==> src/include/led_panel_defines.svh <==
`ifndef LED_PANEL_DEFINES_SVH
`define LED_PANEL_DEFINES_SVH

//////////////////////////////////////////////////////////////////////
// Panel geometry
//////////////////////////////////////////////////////////////////////

// Parallel driver chains, one sin line each
`define LED_CHAINS 4

// Scan lines in one frame
`define LINES 4

// Words shifted into each chain per line
`define WORDS_PER_LINE 4

// Grayscale word width
`define PIXEL_BITS 16

//////////////////////////////////////////////////////////////////////
// Buffering and timing
//////////////////////////////////////////////////////////////////////

// Pixel FIFO entries, also the emulator's starting credit count
`define FIFO_DEPTH 8

// clock_33 cycles with gclk held low after each vsync
`define BLANKING_CYCLES 80

`endif

==> src/source/driver_conf_pkg.sv <==
package driver_conf_pkg;

  // Serial lengths of the fixed sequences
  localparam int CONF_BITS  = 48;
  localparam int VSYNC_BITS = 16;

  // Commands, selected by the number of sclk pulses with lat high
  typedef enum logic [1:0] {
    CMD_DATA_LATCH = 2'd0,
    CMD_VSYNC      = 2'd1,
    CMD_CONF_WRITE = 2'd2
  } drv_cmd_t;

  typedef logic [CONF_BITS-1:0] conf_word_t;

  //////////////////////////////////////////////////////////////////////
  // Configuration word
  //////////////////////////////////////////////////////////////////////

  // Line count, PWM mode, current gain and the like
  // Bits 6:0 stay zero here, that field is the brightness
  localparam conf_word_t conf_fixed = 48'h1A05_4FC3_2280;

  function automatic logic [3:0] lat_width(input drv_cmd_t cmd);
    case (cmd)
      CMD_DATA_LATCH: return 4'd1;
      CMD_VSYNC:      return 4'd3;
      default:        return 4'd11;
    endcase
  endfunction

  function automatic conf_word_t make_conf(input logic [6:0] brightness);
    return {conf_fixed[CONF_BITS-1:7], brightness};
  endfunction

endpackage

==> src/source/led_panel_pkg.sv <==
`include "led_panel_defines.svh"

package led_panel_pkg;

  // One grayscale word for one chain
  typedef logic [`PIXEL_BITS-1:0] pixel_t;

  // Test patterns of the framebuffer emulator
  typedef enum logic [1:0] {
    PAT_SOLID    = 2'd0,
    PAT_RAMP     = 2'd1,
    PAT_CHECKER  = 2'd2,
    PAT_FRAME_ID = 2'd3
  } pattern_t;

  //////////////////////////////////////////////////////////////////////
  // Driver controller sequencer
  //////////////////////////////////////////////////////////////////////

  // IDLE picks the next sequence, the three shift states share
  // the serializer, LATCH finishes the lat pulses and BLANK waits
  // out the gap after a vsync
  typedef enum logic [2:0] {
    ST_IDLE       = 3'd0,
    ST_CONF_SHIFT = 3'd1,
    ST_DATA_SHIFT = 3'd2,
    ST_LATCH      = 3'd3,
    ST_VSYNC      = 3'd4,
    ST_BLANK      = 3'd5
  } ctrl_state_t;

endpackage

==> src/source/driver_controller.sv <==
`timescale 1ns/100ps
`include "led_panel_defines.svh"

module driver_controller (
  input  logic                               clock_33,
  input  logic                               nrst,
  input  logic [6:0]                         brightness,
  input  logic                               fifo_empty,
  input  logic [`LED_CHAINS*`PIXEL_BITS-1:0] fifo_data,
  input  logic                               fifo_sof,
  output logic                               fifo_pop,
  output logic                               sclk,
  output logic                               lat,
  output logic [`LED_CHAINS-1:0]             sin,
  output logic                               vsync_done
);

  localparam int SHW = driver_conf_pkg::CONF_BITS;
  localparam int BCW = $clog2(SHW);
  localparam int WCW = $clog2(`WORDS_PER_LINE);
  localparam int LCW = $clog2(`LINES);
  localparam int BLW = $clog2(`BLANKING_CYCLES + 1);

  led_panel_pkg::ctrl_state_t state;
  driver_conf_pkg::drv_cmd_t  cmd;
  logic [SHW-1:0]             shreg [`LED_CHAINS];
  logic [BCW-1:0]             bit_cnt;
  logic [3:0]                 lat_cnt;
  logic [WCW-1:0]             word_cnt;
  logic [LCW-1:0]             line_cnt;
  logic [BLW-1:0]             blank_cnt;
  logic [6:0]                 conf_bright;
  logic                       phase;
  logic                       do_latch;
  logic                       frame_end;
  logic                       conf_done;
  logic                       start_conf;
  logic                       start_data;
  logic                       shifting;
  logic                       lat_end;
  logic [WCW-1:0]             cur_word;
  logic [LCW-1:0]             cur_line;

  // Brightness is compared only when the head word opens a frame
  always_comb begin
    start_conf = 1'b0;
    start_data = 1'b0;
    if (state == led_panel_pkg::ST_IDLE) begin
      if (!conf_done) begin
        start_conf = 1'b1;
      end else if (!fifo_empty) begin
        if (fifo_sof && (brightness != conf_bright)) begin
          start_conf = 1'b1;
        end else begin
          start_data = 1'b1;
        end
      end
    end
  end

  assign fifo_pop = start_data;
  assign shifting = (state == led_panel_pkg::ST_CONF_SHIFT) ||
                    (state == led_panel_pkg::ST_DATA_SHIFT) ||
                    (state == led_panel_pkg::ST_VSYNC);
  // Falling sclk edge of the last lat pulse
  assign lat_end  = phase & lat & (lat_cnt == 4'd1);
  // A sof word resyncs the line and word position
  assign cur_word = fifo_sof ? '0 : word_cnt;
  assign cur_line = fifo_sof ? '0 : line_cnt;

  always_comb begin
    for (int c = 0; c < `LED_CHAINS; c++) begin
      sin[c] = shreg[c][SHW-1];
    end
  end

  //////////////////////////////////////////////////////////////////////
  // Sequencer
  //////////////////////////////////////////////////////////////////////

  always_ff @(posedge clock_33 or negedge nrst) begin
    if (!nrst) begin
      state <= led_panel_pkg::ST_IDLE;
      cmd <= driver_conf_pkg::CMD_DATA_LATCH;
      for (int c = 0; c < `LED_CHAINS; c++) begin
        shreg[c] <= '0;
      end
      bit_cnt <= '0;
      lat_cnt <= '0;
      word_cnt <= '0;
      line_cnt <= '0;
      blank_cnt <= '0;
      conf_bright <= '0;
      phase <= 1'b0;
      do_latch <= 1'b0;
      frame_end <= 1'b0;
      conf_done <= 1'b0;
      sclk <= 1'b0;
      lat <= 1'b0;
      vsync_done <= 1'b0;
    end else begin
      vsync_done <= 1'b0;
      // Phase 0 raises sclk, phase 1 lowers it and moves to the next bit
      if (shifting || state == led_panel_pkg::ST_LATCH) begin
        phase <= ~phase;
      end
      case (state)
        led_panel_pkg::ST_IDLE: begin
          if (start_conf) begin
            for (int c = 0; c < `LED_CHAINS; c++) begin
              shreg[c] <= driver_conf_pkg::make_conf(brightness);
            end
            conf_bright <= brightness;
            bit_cnt <= BCW'(SHW - 1);
            cmd <= driver_conf_pkg::CMD_CONF_WRITE;
            do_latch <= 1'b1;
            state <= led_panel_pkg::ST_CONF_SHIFT;
          end else if (start_data) begin
            for (int c = 0; c < `LED_CHAINS; c++) begin
              shreg[c] <= {fifo_data[c*`PIXEL_BITS +: `PIXEL_BITS], {(SHW - `PIXEL_BITS){1'b0}}};
            end
            bit_cnt <= BCW'(`PIXEL_BITS - 1);
            cmd <= driver_conf_pkg::CMD_DATA_LATCH;
            do_latch <= (cur_word == WCW'(`WORDS_PER_LINE - 1));
            frame_end <= (cur_line == LCW'(`LINES - 1));
            if (cur_word == WCW'(`WORDS_PER_LINE - 1)) begin
              word_cnt <= '0;
              line_cnt <= (cur_line == LCW'(`LINES - 1)) ? '0 : cur_line + 1'b1;
            end else begin
              word_cnt <= cur_word + 1'b1;
              line_cnt <= cur_line;
            end
            state <= led_panel_pkg::ST_DATA_SHIFT;
          end
        end
        led_panel_pkg::ST_CONF_SHIFT, led_panel_pkg::ST_DATA_SHIFT, led_panel_pkg::ST_VSYNC: begin
          if (!phase) begin
            sclk <= 1'b1;
            // lat goes up together with sclk on the last bit
            if (bit_cnt == '0 && do_latch) begin
              lat <= 1'b1;
              lat_cnt <= driver_conf_pkg::lat_width(cmd);
            end
          end else begin
            sclk <= 1'b0;
            for (int c = 0; c < `LED_CHAINS; c++) begin
              shreg[c] <= {shreg[c][SHW-2:0], 1'b0};
            end
            bit_cnt <= bit_cnt - 1'b1;
            if (bit_cnt == '0) begin
              if (!do_latch) begin
                state <= led_panel_pkg::ST_IDLE;
              end else if (!lat_end) begin
                lat_cnt <= lat_cnt - 4'd1;
                state <= led_panel_pkg::ST_LATCH;
              end
            end
          end
        end
        led_panel_pkg::ST_LATCH: begin
          // Extra sclk pulses with sin held low
          sclk <= ~phase;
          if (phase) begin
            lat_cnt <= lat_cnt - 4'd1;
          end
        end
        led_panel_pkg::ST_BLANK: begin
          blank_cnt <= blank_cnt - 1'b1;
          if (blank_cnt == BLW'(1)) begin
            state <= led_panel_pkg::ST_IDLE;
          end
        end
        default: state <= led_panel_pkg::ST_IDLE;
      endcase

      // What follows a finished command
      if (lat_end) begin
        lat <= 1'b0;
        case (cmd)
          driver_conf_pkg::CMD_CONF_WRITE: begin
            conf_done <= 1'b1;
            state <= led_panel_pkg::ST_IDLE;
          end
          driver_conf_pkg::CMD_DATA_LATCH: begin
            if (frame_end) begin
              // Shift register is already all zero here
              bit_cnt <= BCW'(driver_conf_pkg::VSYNC_BITS - 1);
              cmd <= driver_conf_pkg::CMD_VSYNC;
              state <= led_panel_pkg::ST_VSYNC;
            end else begin
              state <= led_panel_pkg::ST_IDLE;
            end
          end
          default: begin
            vsync_done <= 1'b1;
            blank_cnt <= BLW'(`BLANKING_CYCLES);
            state <= led_panel_pkg::ST_BLANK;
          end
        endcase
      end
    end
  end

endmodule

==> src/source/framebuffer_emulator.sv <==
`timescale 1ns/100ps
`include "led_panel_defines.svh"

module framebuffer_emulator (
  input  logic                               clock_33,
  input  logic                               nrst,
  input  led_panel_pkg::pattern_t            pattern_sel,
  output logic                               word_valid,
  output logic [`LED_CHAINS*`PIXEL_BITS-1:0] word_data,
  output logic                               word_sof,
  input  logic                               credit_return
);

  localparam int CRW = $clog2(`FIFO_DEPTH + 1);
  localparam int WCW = $clog2(`WORDS_PER_LINE);
  localparam int LCW = $clog2(`LINES);

  logic [CRW-1:0]          credits;
  logic [WCW-1:0]          word_cnt;
  logic [LCW-1:0]          line_cnt;
  logic [15:0]             frame_cnt;
  led_panel_pkg::pattern_t pat_q;
  led_panel_pkg::pattern_t cur_pat;
  logic                    send;
  logic                    frame_start;

  function automatic led_panel_pkg::pixel_t pixel_word(
    input led_panel_pkg::pattern_t pat,
    input int c,
    input int l,
    input int w,
    input logic [15:0] f
  );
    case (pat)
      led_panel_pkg::PAT_SOLID:   return '1;
      led_panel_pkg::PAT_RAMP:    return led_panel_pkg::pixel_t'(l * `WORDS_PER_LINE + w + c * 256);
      led_panel_pkg::PAT_CHECKER: return ((l + w + c) % 2 != 0) ? '1 : '0;
      default:                    return led_panel_pkg::pixel_t'(f);
    endcase
  endfunction

  // One word per cycle as long as a FIFO slot is owed to us
  assign send        = (credits != '0);
  assign frame_start = (word_cnt == '0) && (line_cnt == '0);
  // Pattern is picked up with the first word of a frame
  assign cur_pat     = frame_start ? pattern_sel : pat_q;

  always_ff @(posedge clock_33 or negedge nrst) begin
    if (!nrst) begin
      credits    <= CRW'(`FIFO_DEPTH);
      word_valid <= 1'b0;
      word_sof   <= 1'b0;
      word_cnt   <= '0;
      line_cnt   <= '0;
      frame_cnt  <= '0;
      pat_q      <= led_panel_pkg::PAT_SOLID;
    end else begin
      credits    <= credits - CRW'(send) + CRW'(credit_return);
      word_valid <= send;
      if (send) begin
        word_sof <= frame_start;
        pat_q    <= cur_pat;
        if (word_cnt == WCW'(`WORDS_PER_LINE - 1)) begin
          word_cnt <= '0;
          if (line_cnt == LCW'(`LINES - 1)) begin
            line_cnt  <= '0;
            frame_cnt <= frame_cnt + 16'd1;
          end else begin
            line_cnt <= line_cnt + 1'b1;
          end
        end else begin
          word_cnt <= word_cnt + 1'b1;
        end
      end
    end
  end

  // Chain c sits at bits c*PIXEL_BITS upward
  always_ff @(posedge clock_33) begin
    if (send) begin
      for (int c = 0; c < `LED_CHAINS; c++) begin
        word_data[c*`PIXEL_BITS +: `PIXEL_BITS] <=
          pixel_word(cur_pat, c, int'(line_cnt), int'(word_cnt), frame_cnt);
      end
    end
  end

endmodule

==> src/source/gclk_generator.sv <==
`timescale 1ns/100ps
`include "led_panel_defines.svh"

module gclk_generator (
  input  logic clock_33,
  input  logic nrst,
  input  logic vsync_done,
  output logic gclk
);

  localparam int BW = $clog2(`BLANKING_CYCLES);

  // Cycles of blanking still to go
  logic [BW-1:0] blank_cnt;

  // Set by the first vsync, gclk stays low before that
  logic running;

  //////////////////////////////////////////////////////////////////////
  // Grayscale clock
  //////////////////////////////////////////////////////////////////////

  always_ff @(posedge clock_33 or negedge nrst) begin
    if (!nrst) begin
      blank_cnt <= '0;
      running   <= 1'b0;
      gclk      <= 1'b0;
    end else begin
      if (vsync_done) begin
        // Low from the next cycle on for BLANKING_CYCLES cycles
        blank_cnt <= BW'(`BLANKING_CYCLES - 1);
        running   <= 1'b1;
        gclk      <= 1'b0;
      end else if (blank_cnt != '0) begin
        blank_cnt <= blank_cnt - 1'b1;
      end else if (running) begin
        // Half the clock_33 rate
        gclk <= ~gclk;
      end
    end
  end

endmodule

==> src/source/led_panel_top.sv <==
`timescale 1ns/100ps
`include "led_panel_defines.svh"

module led_panel_top (
  input  logic                    clock_33,
  input  logic                    nrst,
  input  led_panel_pkg::pattern_t pattern_sel,
  input  logic [6:0]              brightness,
  output logic                    sclk,
  output logic                    lat,
  output logic [`LED_CHAINS-1:0]  sin,
  output logic                    gclk
);

  // Emulator to FIFO
  logic                               word_valid;
  logic [`LED_CHAINS*`PIXEL_BITS-1:0] word_data;
  logic                               word_sof;
  logic                               credit_return;

  // FIFO to controller
  logic                               fifo_empty;
  logic [`LED_CHAINS*`PIXEL_BITS-1:0] fifo_data;
  logic                               fifo_sof;
  logic                               fifo_pop;

  logic                               vsync_done;

  framebuffer_emulator fb_emulator (
    .clock_33      (clock_33),
    .nrst          (nrst),
    .pattern_sel   (pattern_sel),
    .word_valid    (word_valid),
    .word_data     (word_data),
    .word_sof      (word_sof),
    .credit_return (credit_return)
  );

  pixel_fifo rx_fifo (
    .clock_33      (clock_33),
    .nrst          (nrst),
    .word_valid    (word_valid),
    .word_data     (word_data),
    .word_sof      (word_sof),
    .fifo_pop      (fifo_pop),
    .fifo_empty    (fifo_empty),
    .fifo_data     (fifo_data),
    .fifo_sof      (fifo_sof),
    .credit_return (credit_return)
  );

  driver_controller drv_ctrl (
    .clock_33   (clock_33),
    .nrst       (nrst),
    .brightness (brightness),
    .fifo_empty (fifo_empty),
    .fifo_data  (fifo_data),
    .fifo_sof   (fifo_sof),
    .fifo_pop   (fifo_pop),
    .sclk       (sclk),
    .lat        (lat),
    .sin        (sin),
    .vsync_done (vsync_done)
  );

  gclk_generator gclk_gen (
    .clock_33   (clock_33),
    .nrst       (nrst),
    .vsync_done (vsync_done),
    .gclk       (gclk)
  );

endmodule

==> src/source/pixel_fifo.sv <==
`timescale 1ns/100ps
`include "led_panel_defines.svh"

module pixel_fifo (
  input  logic                               clock_33,
  input  logic                               nrst,
  input  logic                               word_valid,
  input  logic [`LED_CHAINS*`PIXEL_BITS-1:0] word_data,
  input  logic                               word_sof,
  input  logic                               fifo_pop,
  output logic                               fifo_empty,
  output logic [`LED_CHAINS*`PIXEL_BITS-1:0] fifo_data,
  output logic                               fifo_sof,
  output logic                               credit_return
);

  localparam int DW = `LED_CHAINS * `PIXEL_BITS;
  localparam int AW = $clog2(`FIFO_DEPTH);

  // Entry is {sof, data}
  logic [DW:0] mem [`FIFO_DEPTH];

  // Extra MSB tells full from empty
  logic [AW:0] wr_ptr;
  logic [AW:0] rd_ptr;
  logic        do_pop;

  assign fifo_empty = (wr_ptr == rd_ptr);
  assign do_pop     = fifo_pop & ~fifo_empty;

  // Every word leaving frees one slot for the emulator
  assign credit_return = do_pop;

  // Head is shown without a read request
  assign {fifo_sof, fifo_data} = mem[rd_ptr[AW-1:0]];

  // The sender never exceeds its credits, so no full check here
  always_ff @(posedge clock_33) begin
    if (word_valid) begin
      mem[wr_ptr[AW-1:0]] <= {word_sof, word_data};
    end
  end

  always_ff @(posedge clock_33 or negedge nrst) begin
    if (!nrst) begin
      wr_ptr <= '0;
      rd_ptr <= '0;
    end else begin
      if (word_valid) begin
        wr_ptr <= wr_ptr + 1'b1;
      end
      if (do_pop) begin
        rd_ptr <= rd_ptr + 1'b1;
      end
    end
  end

endmodule

==> config.mk <==
export PLATFORM = sky130hd
export DESIGN_NAME = led_panel_top
export DESIGN_NICKNAME = d
export VERILOG_FILES = /design/src/source/driver_conf_pkg.sv /design/src/source/led_panel_pkg.sv /design/src/source/driver_controller.sv /design/src/source/framebuffer_emulator.sv /design/src/source/gclk_generator.sv /design/src/source/led_panel_top.sv /design/src/source/pixel_fifo.sv
export VERILOG_INCLUDE_DIRS = /design/src /design/src/include
export SDC_FILE = /design/constraint.sdc
export NUM_CORES = 1
export LEC_CHECK = 0
export ABC_AREA = 0
export BUFFER_PORTS_ARGS = -buffer_cell sky130_fd_sc_hd__buf_2
export CORE_UTILIZATION = 40
export CTS_CLUSTER_SIZE = 12
export DETAILED_ROUTE_END_ITERATION = 16
export PLACE_DENSITY = 0.6
export SYNTH_ARGS = -nofsm -noshare
export SYNTH_HDL_FRONTEND = slang
export SYNTH_SLANG_ARGS = --single-unit
==> constraint.sdc <==
create_clock -name clock_33 -period 6.4 [get_ports clock_33]
set_input_delay 0.32 -clock clock_33 [delete_from_list [all_inputs] [get_ports clock_33]]
set_output_delay 0.32 -clock clock_33 [all_outputs]
set_load 0.05 [all_outputs]
Word level (Yosys, flattened, before mapping). Memory sizes are Yosys's and may differ from the RTL's. Index checks and enable logic that the tools add are counted.

Flip-flop bits (word level): 341. Memory bits (writable): 520. Input bits: 11. Output and inout port bits: 7. Memories: 1.

Memories: rx_fifo.mem (depth 8, width 65, rd ports 1, clocked after memory_dff 0, write ports 1, RTL line pixel_fifo.sv:21) `` logic [DW:0] mem [`FIFO_DEPTH]; ``.

$add $sub $neg: 21. Eq/ne operators: 31. Muxes and demuxes: 79. Bitwise operators: 11. Reduce and logical (&&, ||, !) cells: 38.

Operators with widths (number): $mux W192 (3); $pmux W192 S2 (1); $pmux W16 S3 (4); $reduce_bool A32 Y1 (4); $add A32 B3 Y32 const B (2); $mux W16 (4); $mux W6 (6); $mux W7 (5); $add A16 B11 Y16 const B (2); $add A32 B2 Y32 const B (1); $mux W2 (15); $mux W4 (6); $mux W1 (22); $mux W3 (7); $add A16 B1 Y16 const B (1); $add A16 B10 Y16 const B (1); $pmux W4 S2 (2); $reduce_bool A2 Y1 (7); $sub A7 B1 Y7 const B (2); $eq A2 B2 Y1 const B (6); $ne A3 B1 Y1 const B (4); $pmux W3 S4 (1); $pmux W6 S2 (1); $reduce_and A3 Y1 (4); 38 further kinds (69).

Logic depth before layout (Yosys ltp).
Depth in word-level cells: 12. Mapped depth: 12.

Cells and area by module. Synthesis repeated with hierarchy kept, for this count alone.

Cells, all modules: 1835. Area, all modules: 30194.0 sq um.

By module, submodules not included: pixel_fifo (instances 1, cells an instance 798, area an instance 20043.0 sq um); driver_controller (instances 1, cells an instance 737, area an instance 6610.1 sq um); framebuffer_emulator (instances 1, cells an instance 252, area an instance 3049.2 sq um); gclk_generator (instances 1, cells an instance 48, area an instance 491.7 sq um).

Worst setup path before layout. Ideal clock, no wire load.

Path kind: register to register. Start: register rx_fifo.wr_ptr[2]. End: memory rx_fifo.mem[0][25] in the netlist's numbering, enable pin. Setup time: 0.471 ns. Arrival: 3.007 ns. Data required time: 5.929 ns. Setup slack: 2.923 ns. Stages on the path, launching flop included: 3. Buffers on the path: 0. Cell sequence: dfrtp_1 > nand2b_1 > nor3_1.

RTL lines: start, declared (RTL line pixel_fifo.sv:24) `logic [AW:0] wr_ptr;`; start signal, assigned (RTL line pixel_fifo.sv:50) `wr_ptr <= wr_ptr + 1'b1;`; end, declared (RTL line pixel_fifo.sv:21).

Straight into the memory's write port.

Worst setup path after layout.
Start: register rx_fifo.rd_ptr[0]. End: register drv_ctrl.shreg[1] in the netlist's numbering.

Longest elaborated chain between the ends: 8.

Ends and longest elaborated chain: start, declared (RTL line pixel_fifo.sv:25) `logic [AW:0] rd_ptr;`; start signal, assigned (RTL line pixel_fifo.sv:53) `rd_ptr <= rd_ptr + 1'b1;`; $mem_v2 Z8 W65; $logic_and A1 B1 Y1 (RTL line driver_controller.sv:52) `if (fifo_sof && (brightness != conf_bright)) begin`; $mux W1 (RTL line driver_controller.sv:52); $mux W1 (RTL line driver_controller.sv:51) `end else if (!fifo_empty) begin`; $mux W1 (RTL line driver_controller.sv:49) `if (!conf_done) begin`; $mux W1 (RTL line driver_controller.sv:48) `if (state == led_panel_pkg::ST_IDLE) begin`; $ne A3 B2 Y1 (no source line) or $mux W192 (tied branches); $reduce_and A3 Y1 (no source line) or $pmux W192 S2 (tied branches); end signal, assigned by index (RTL line driver_controller.sv:111) `shreg[c] <= driver_conf_pkg::make_conf(brightness);`; end signal, assigned by index (RTL line driver_controller.sv:120) `` shreg[c] <= {fifo_data[c*`PIXEL_BITS +: `PIXEL_BITS], {(SHW - `PIXEL_BITS){1'b0}}}; ``; end signal, assigned by index (RTL line driver_controller.sv:147) `shreg[c] <= {shreg[c][SHW-2:0], 1'b0};`; end, declared (RTL line driver_controller.sv:26) `` logic [SHW-1:0] shreg [`LED_CHAINS]; ``.

Parallel ways exist; a longest one is shown, timed or not. A chain may end at the register's enable or synchronous reset.

==> impl_metrics.py <==
metrics = {
    "status": {
        "outcome": "complete, no violations",
    },
    "timing": {
        "finalHoldViolations": 0,
        "max_clock_freq_mhz": 262,
        "tns_ns": 0,
        "finalSetupViolCount": 0,
        "rsz0062_at_grt": "no",
        "slew_viol_final": 0,
        "tightest_slew_ns": 1.23,
        "holdWs_ns": 0.0511,
        "skew_ns": 0.0173,
        "finalCritPeriodShare_pct": 59.6,
        "period_needed_ns": 3.81,
        "slew_headroom_pct": 17.8,
    },
    "pwr": {
        "p_leak_uw": 0.00825,
        "power_density_nw_per_um2": 402,
        "ir_worst_vdd_mv": 0.218,
    },
    "critical_path": {
        "r2r-start": "rx_fifo.rd_ptr[0]",
        "required_ns": 6.83,
        "r2r_cells": 6,
        "path_cells": "mux4_2 > mux2i_4 > a2111o_2 > and2_1 > buf_4 > o221ai_2",
        "reg2reg_slack_ns": 2.59,
        "r2r_end": "drv_ctrl.shreg[1]",
        "slowest_stage": "and2_1",
        "start_kind": "flip-flop",
        "crit_path_end_kind": "flip-flop",
        "cp.arrival_ns": 4.24,
        "cp_max_fo": 35,
        "slowest_delay_ns": 0.92,
        "crit_type": "flip-flop to flip-flop",
    },
    "cts": {
        "cts_root_buf": "clkbuf_16",
        "tritoncts": "built",
        "cts-resized-gates": 0,
        "cts_made_buffers": 50,
        "cts_setup_buffers": 0,
        "cts_max_level": 2,
        "clk-insertion-delay-late_ns": 0.59,
        "clk_pin_slew_ns": 0.06,
        "clock_sinks": 477,
        "hold_buffers": 4,
        "cts_buffer_depth": 3,
    },
    "floorplanning": {
        "rows": 81,
        "core_region_area_sq_um": 49200,
        "fp.dieW_microns": 226,
        "dieArea_sq_um": 50900,
        "ios": 18,
        "initial_core_util_pct": 40.7,
        "die_y_microns": 226,
    },
    "placed_design": {
        "portBuffers": 17,
        "dp_cells": 1958,
        "place_area_sq_um": 20700,
        "place_congestion": 0.823,
        "dp_hpwl_microns": 23400,
    },
    "finish": {
        "drive_gt1_share_pct": 16.4,
        "final_cell_area_sq_um": 22300,
        "fillers": 4260,
        "antennaDiodeCount": 0,
        "seq_area_sq_um": 13500,
        "nets": 1384,
        "multi_input_area_sq_um": 5960,
        "final_cells": 2051,
        "syn2layout_area_growth_pct": 11.7,
    },
    "synthesis": {
        "yosysWarnings": 0,
        "netlist_area_sq_um": 20000,
        "synth_ff_type": "edfxtp_1",
        "yosysSeqAreaShare_pct": 67.6,
        "ys_ff_latch": 477,
        "synth_cell_types": 72,
        "synth_edf_count": 314,
        "synth.avg_cell_area_sq_um": 14.9,
        "syn_inst": 1342,
        "synth_nets": 1376,
        "async_flop_share_pct": 34.2,
    },
    "global_routing": {
        "grt.total_usage_pct": 16.8,
        "grt_pass1_wl_microns": 65700,
        "grt_max_degree": 111,
        "grt_pass1_vias": 11400,
        "antenna_found_initial": 0,
        "grt-ovfl-total": 0,
    },
    "route": {
        "dr_total_vias": 11100,
        "wl_per_cell_microns": 19.9,
        "drtIter0Drc": 913,
        "drc": 0,
        "vias_per_cell": 5.42,
        "drtPass1Iterations": 4,
        "routed_wl_microns": 40700,
        "ant_nets": 0,
    },
    "worst_hold_path": {
        "hp-start": "brightness[5]",
        "hold_path_class": "input port to flip-flop",
        "hold_depth": 3,
        "whs_endpoint": "drv_ctrl.conf_bright[5]",
    },
    "job": {
        "cap_violations": 0,
    },
}
[layout by cell type, fill, tap and decap left out, types with 8 or more instances in the layout]
| master | n |
|---|---|
| a32oi_1 | 14 |
| nand3_1 | 19 |
| ha_1 | 22 |
| mux4_2 | 70 |
| nor2_1 | 57 |
| a21o_1 | 8 |
| dfrtp_1 | 159 |
| buf_2 | 16 |
| clkbuf_16 | 51 |
| mux2_2 | 17 |
| and3_1 | 10 |
| mux2i_1 | 28 |
| xor2_1 | 32 |
| nor4_1 | 9 |
| nand4_1 | 21 |
| a21oi_1 | 87 |
| nand2_1 | 115 |
| nor3_1 | 10 |
| a31oi_1 | 40 |
| xnor2_1 | 20 |
| and2_1 | 8 |
| nand2b_1 | 9 |
| edfxtp_1 | 314 |
| inv_1 | 45 |
| clkbuf_1 | 20 |
| buf_4 | 21 |
| o21ai_0 | 18 |
| a22o_1 | 14 |
[cell families after synthesis]
family | share of synthesized area [%]
AND/OR/NAND/NOR | 6.82
multiplexers | 10.7
AO/OA/AOI/OAI | 8.08
adder cells (fa/ha/maj) | 1.58
XOR/XNOR | 2.28
buffers and inverters | 2.97
flip-flops | 67.6
[worst max path at each step]
stage | cells past startpoint | slack, ns | startpoint | to
after floorplan | 2 | 2.92 | rx_fifo.wr_ptr[2] | rx_fifo.mem[0][25]
after global placement | 6 | 2.55 | rx_fifo.rd_ptr[0] | drv_ctrl.shreg[1]
after detailed placement | 6 | 2.50 | rx_fifo.rd_ptr[0] | drv_ctrl.shreg[1]
after CTS | 6 | 2.46 | rx_fifo.rd_ptr[0] | drv_ctrl.shreg[1]
after global routing | 6 | 2.30 | rx_fifo.rd_ptr[0] | drv_ctrl.shreg[1]
final | 6 | 2.59 | rx_fifo.rd_ptr[0] | drv_ctrl.shreg[1]
[synthesized netlist by cell type (all sizes together), types with 2 or more instances]
cell type | number | area (sq um)
a21o | 8 | 60.1
inv | 47 | 176
a41oi | 2 | 17.5
nand3 | 19 | 95.1
o221ai | 9 | 116
buf | 45 | 260
clkbuf | 41 | 154
mux4 | 70 | 1580
or2 | 2 | 12.5
nand4 | 21 | 131
nand2b | 9 | 56.3
o31ai | 4 | 30.0
a21oi | 89 | 453
a32oi | 14 | 123
o2bb2ai | 5 | 43.8
or3 | 3 | 18.8
nor2 | 64 | 243
nor2b | 4 | 25.0
a211o | 2 | 17.5
and4 | 4 | 35.0
edfxtp | 314 | 9430
nor3 | 13 | 70.1
a2111oi | 3 | 26.3
a311oi | 2 | 17.5
and2 | 9 | 56.3
mux2 | 23 | 259
xnor2 | 20 | 175
maj3 | 2 | 20.0
o22ai | 4 | 31.3
a2bb2oi | 2 | 17.5
o21ai | 25 | 125
a31oi | 40 | 250
ha | 22 | 275
a41o | 2 | 20.0
mux2i | 29 | 303
a22o | 14 | 123
nand2 | 116 | 435
a211oi | 4 | 35.0
dfrtp | 162 | 4050
and3 | 10 | 62.6
xor2 | 32 | 280
nor4 | 10 | 68.8
o211ai | 7 | 52.6
[layout make-up]
type	count	share of cell area [%]
timing repair buffer	42	1.29
clock inverter	12	0.532
inverter	48	0.807
tap	664	3.72
sequential	477	60.5
clock buffer	77	6.42
multi-input combinational	731	26.7
[state kept, by name (all words and copies together), names as in the netlist, 2 cells and up]
name                   flops
drv_ctrl.cmd               2
fb_emulator.pat_q          2
fb_emulator.line_cnt       2
drv_ctrl.lat_cnt           4
drv_ctrl.word_cnt          2
drv_ctrl.shreg            74
fb_emulator.frame_cnt     16
drv_ctrl.bit_cnt           6
drv_ctrl.blank_cnt         7
rx_fifo.mem              280
drv_ctrl.conf_bright       7
drv_ctrl.sin               4
rx_fifo.rd_ptr             4
drv_ctrl.line_cnt          2
fb_emulator.credits        4
gclk_gen.blank_cnt         7
drv_ctrl.state             3
fb_emulator.word_cnt       2
rx_fifo.wr_ptr             4
fb_emulator.word_data     34
[power breakdown]
group	total [uW]	switching (uW)	internal (uW)
registers	4880	414	4460
logic	1340	888	451
clock network	2760	1180	1580
total	8980	2480	6500
[per-layer routing]
| metal | GRT usage, % | routed length, microns |
|---|---|---|
| met2 | 26.3 | 19000 |
| met3 | 3.04 | 1720 |
| met4 | 4.70 | 879 |
| met5 | 0 | 0 |
| met1 | 23.9 | 19100 |
[critical path, delay by kind of cell (launching register included)]
kind | cells | cell delay (ns)
buf+inv | 1 | 0.31
simple gates | 1 | 0.92
flops | 1 | 0.81
mux | 2 | 0.93
compound gates | 2 | 0.68
[stage by stage]
stage          power, uW  setup slack, ns  utilization (%)
4_1_cts             9100             2.46             45.4
2_1_floorplan       5650             2.92                -
5_1_grt             9400             2.30             45.4
6_report            8980             2.59             45.4
3_3_place_gp        6250             2.55             42.2
3_5_place_dp        6320             2.50             42.2
Power figures use the tool's default switching activity.
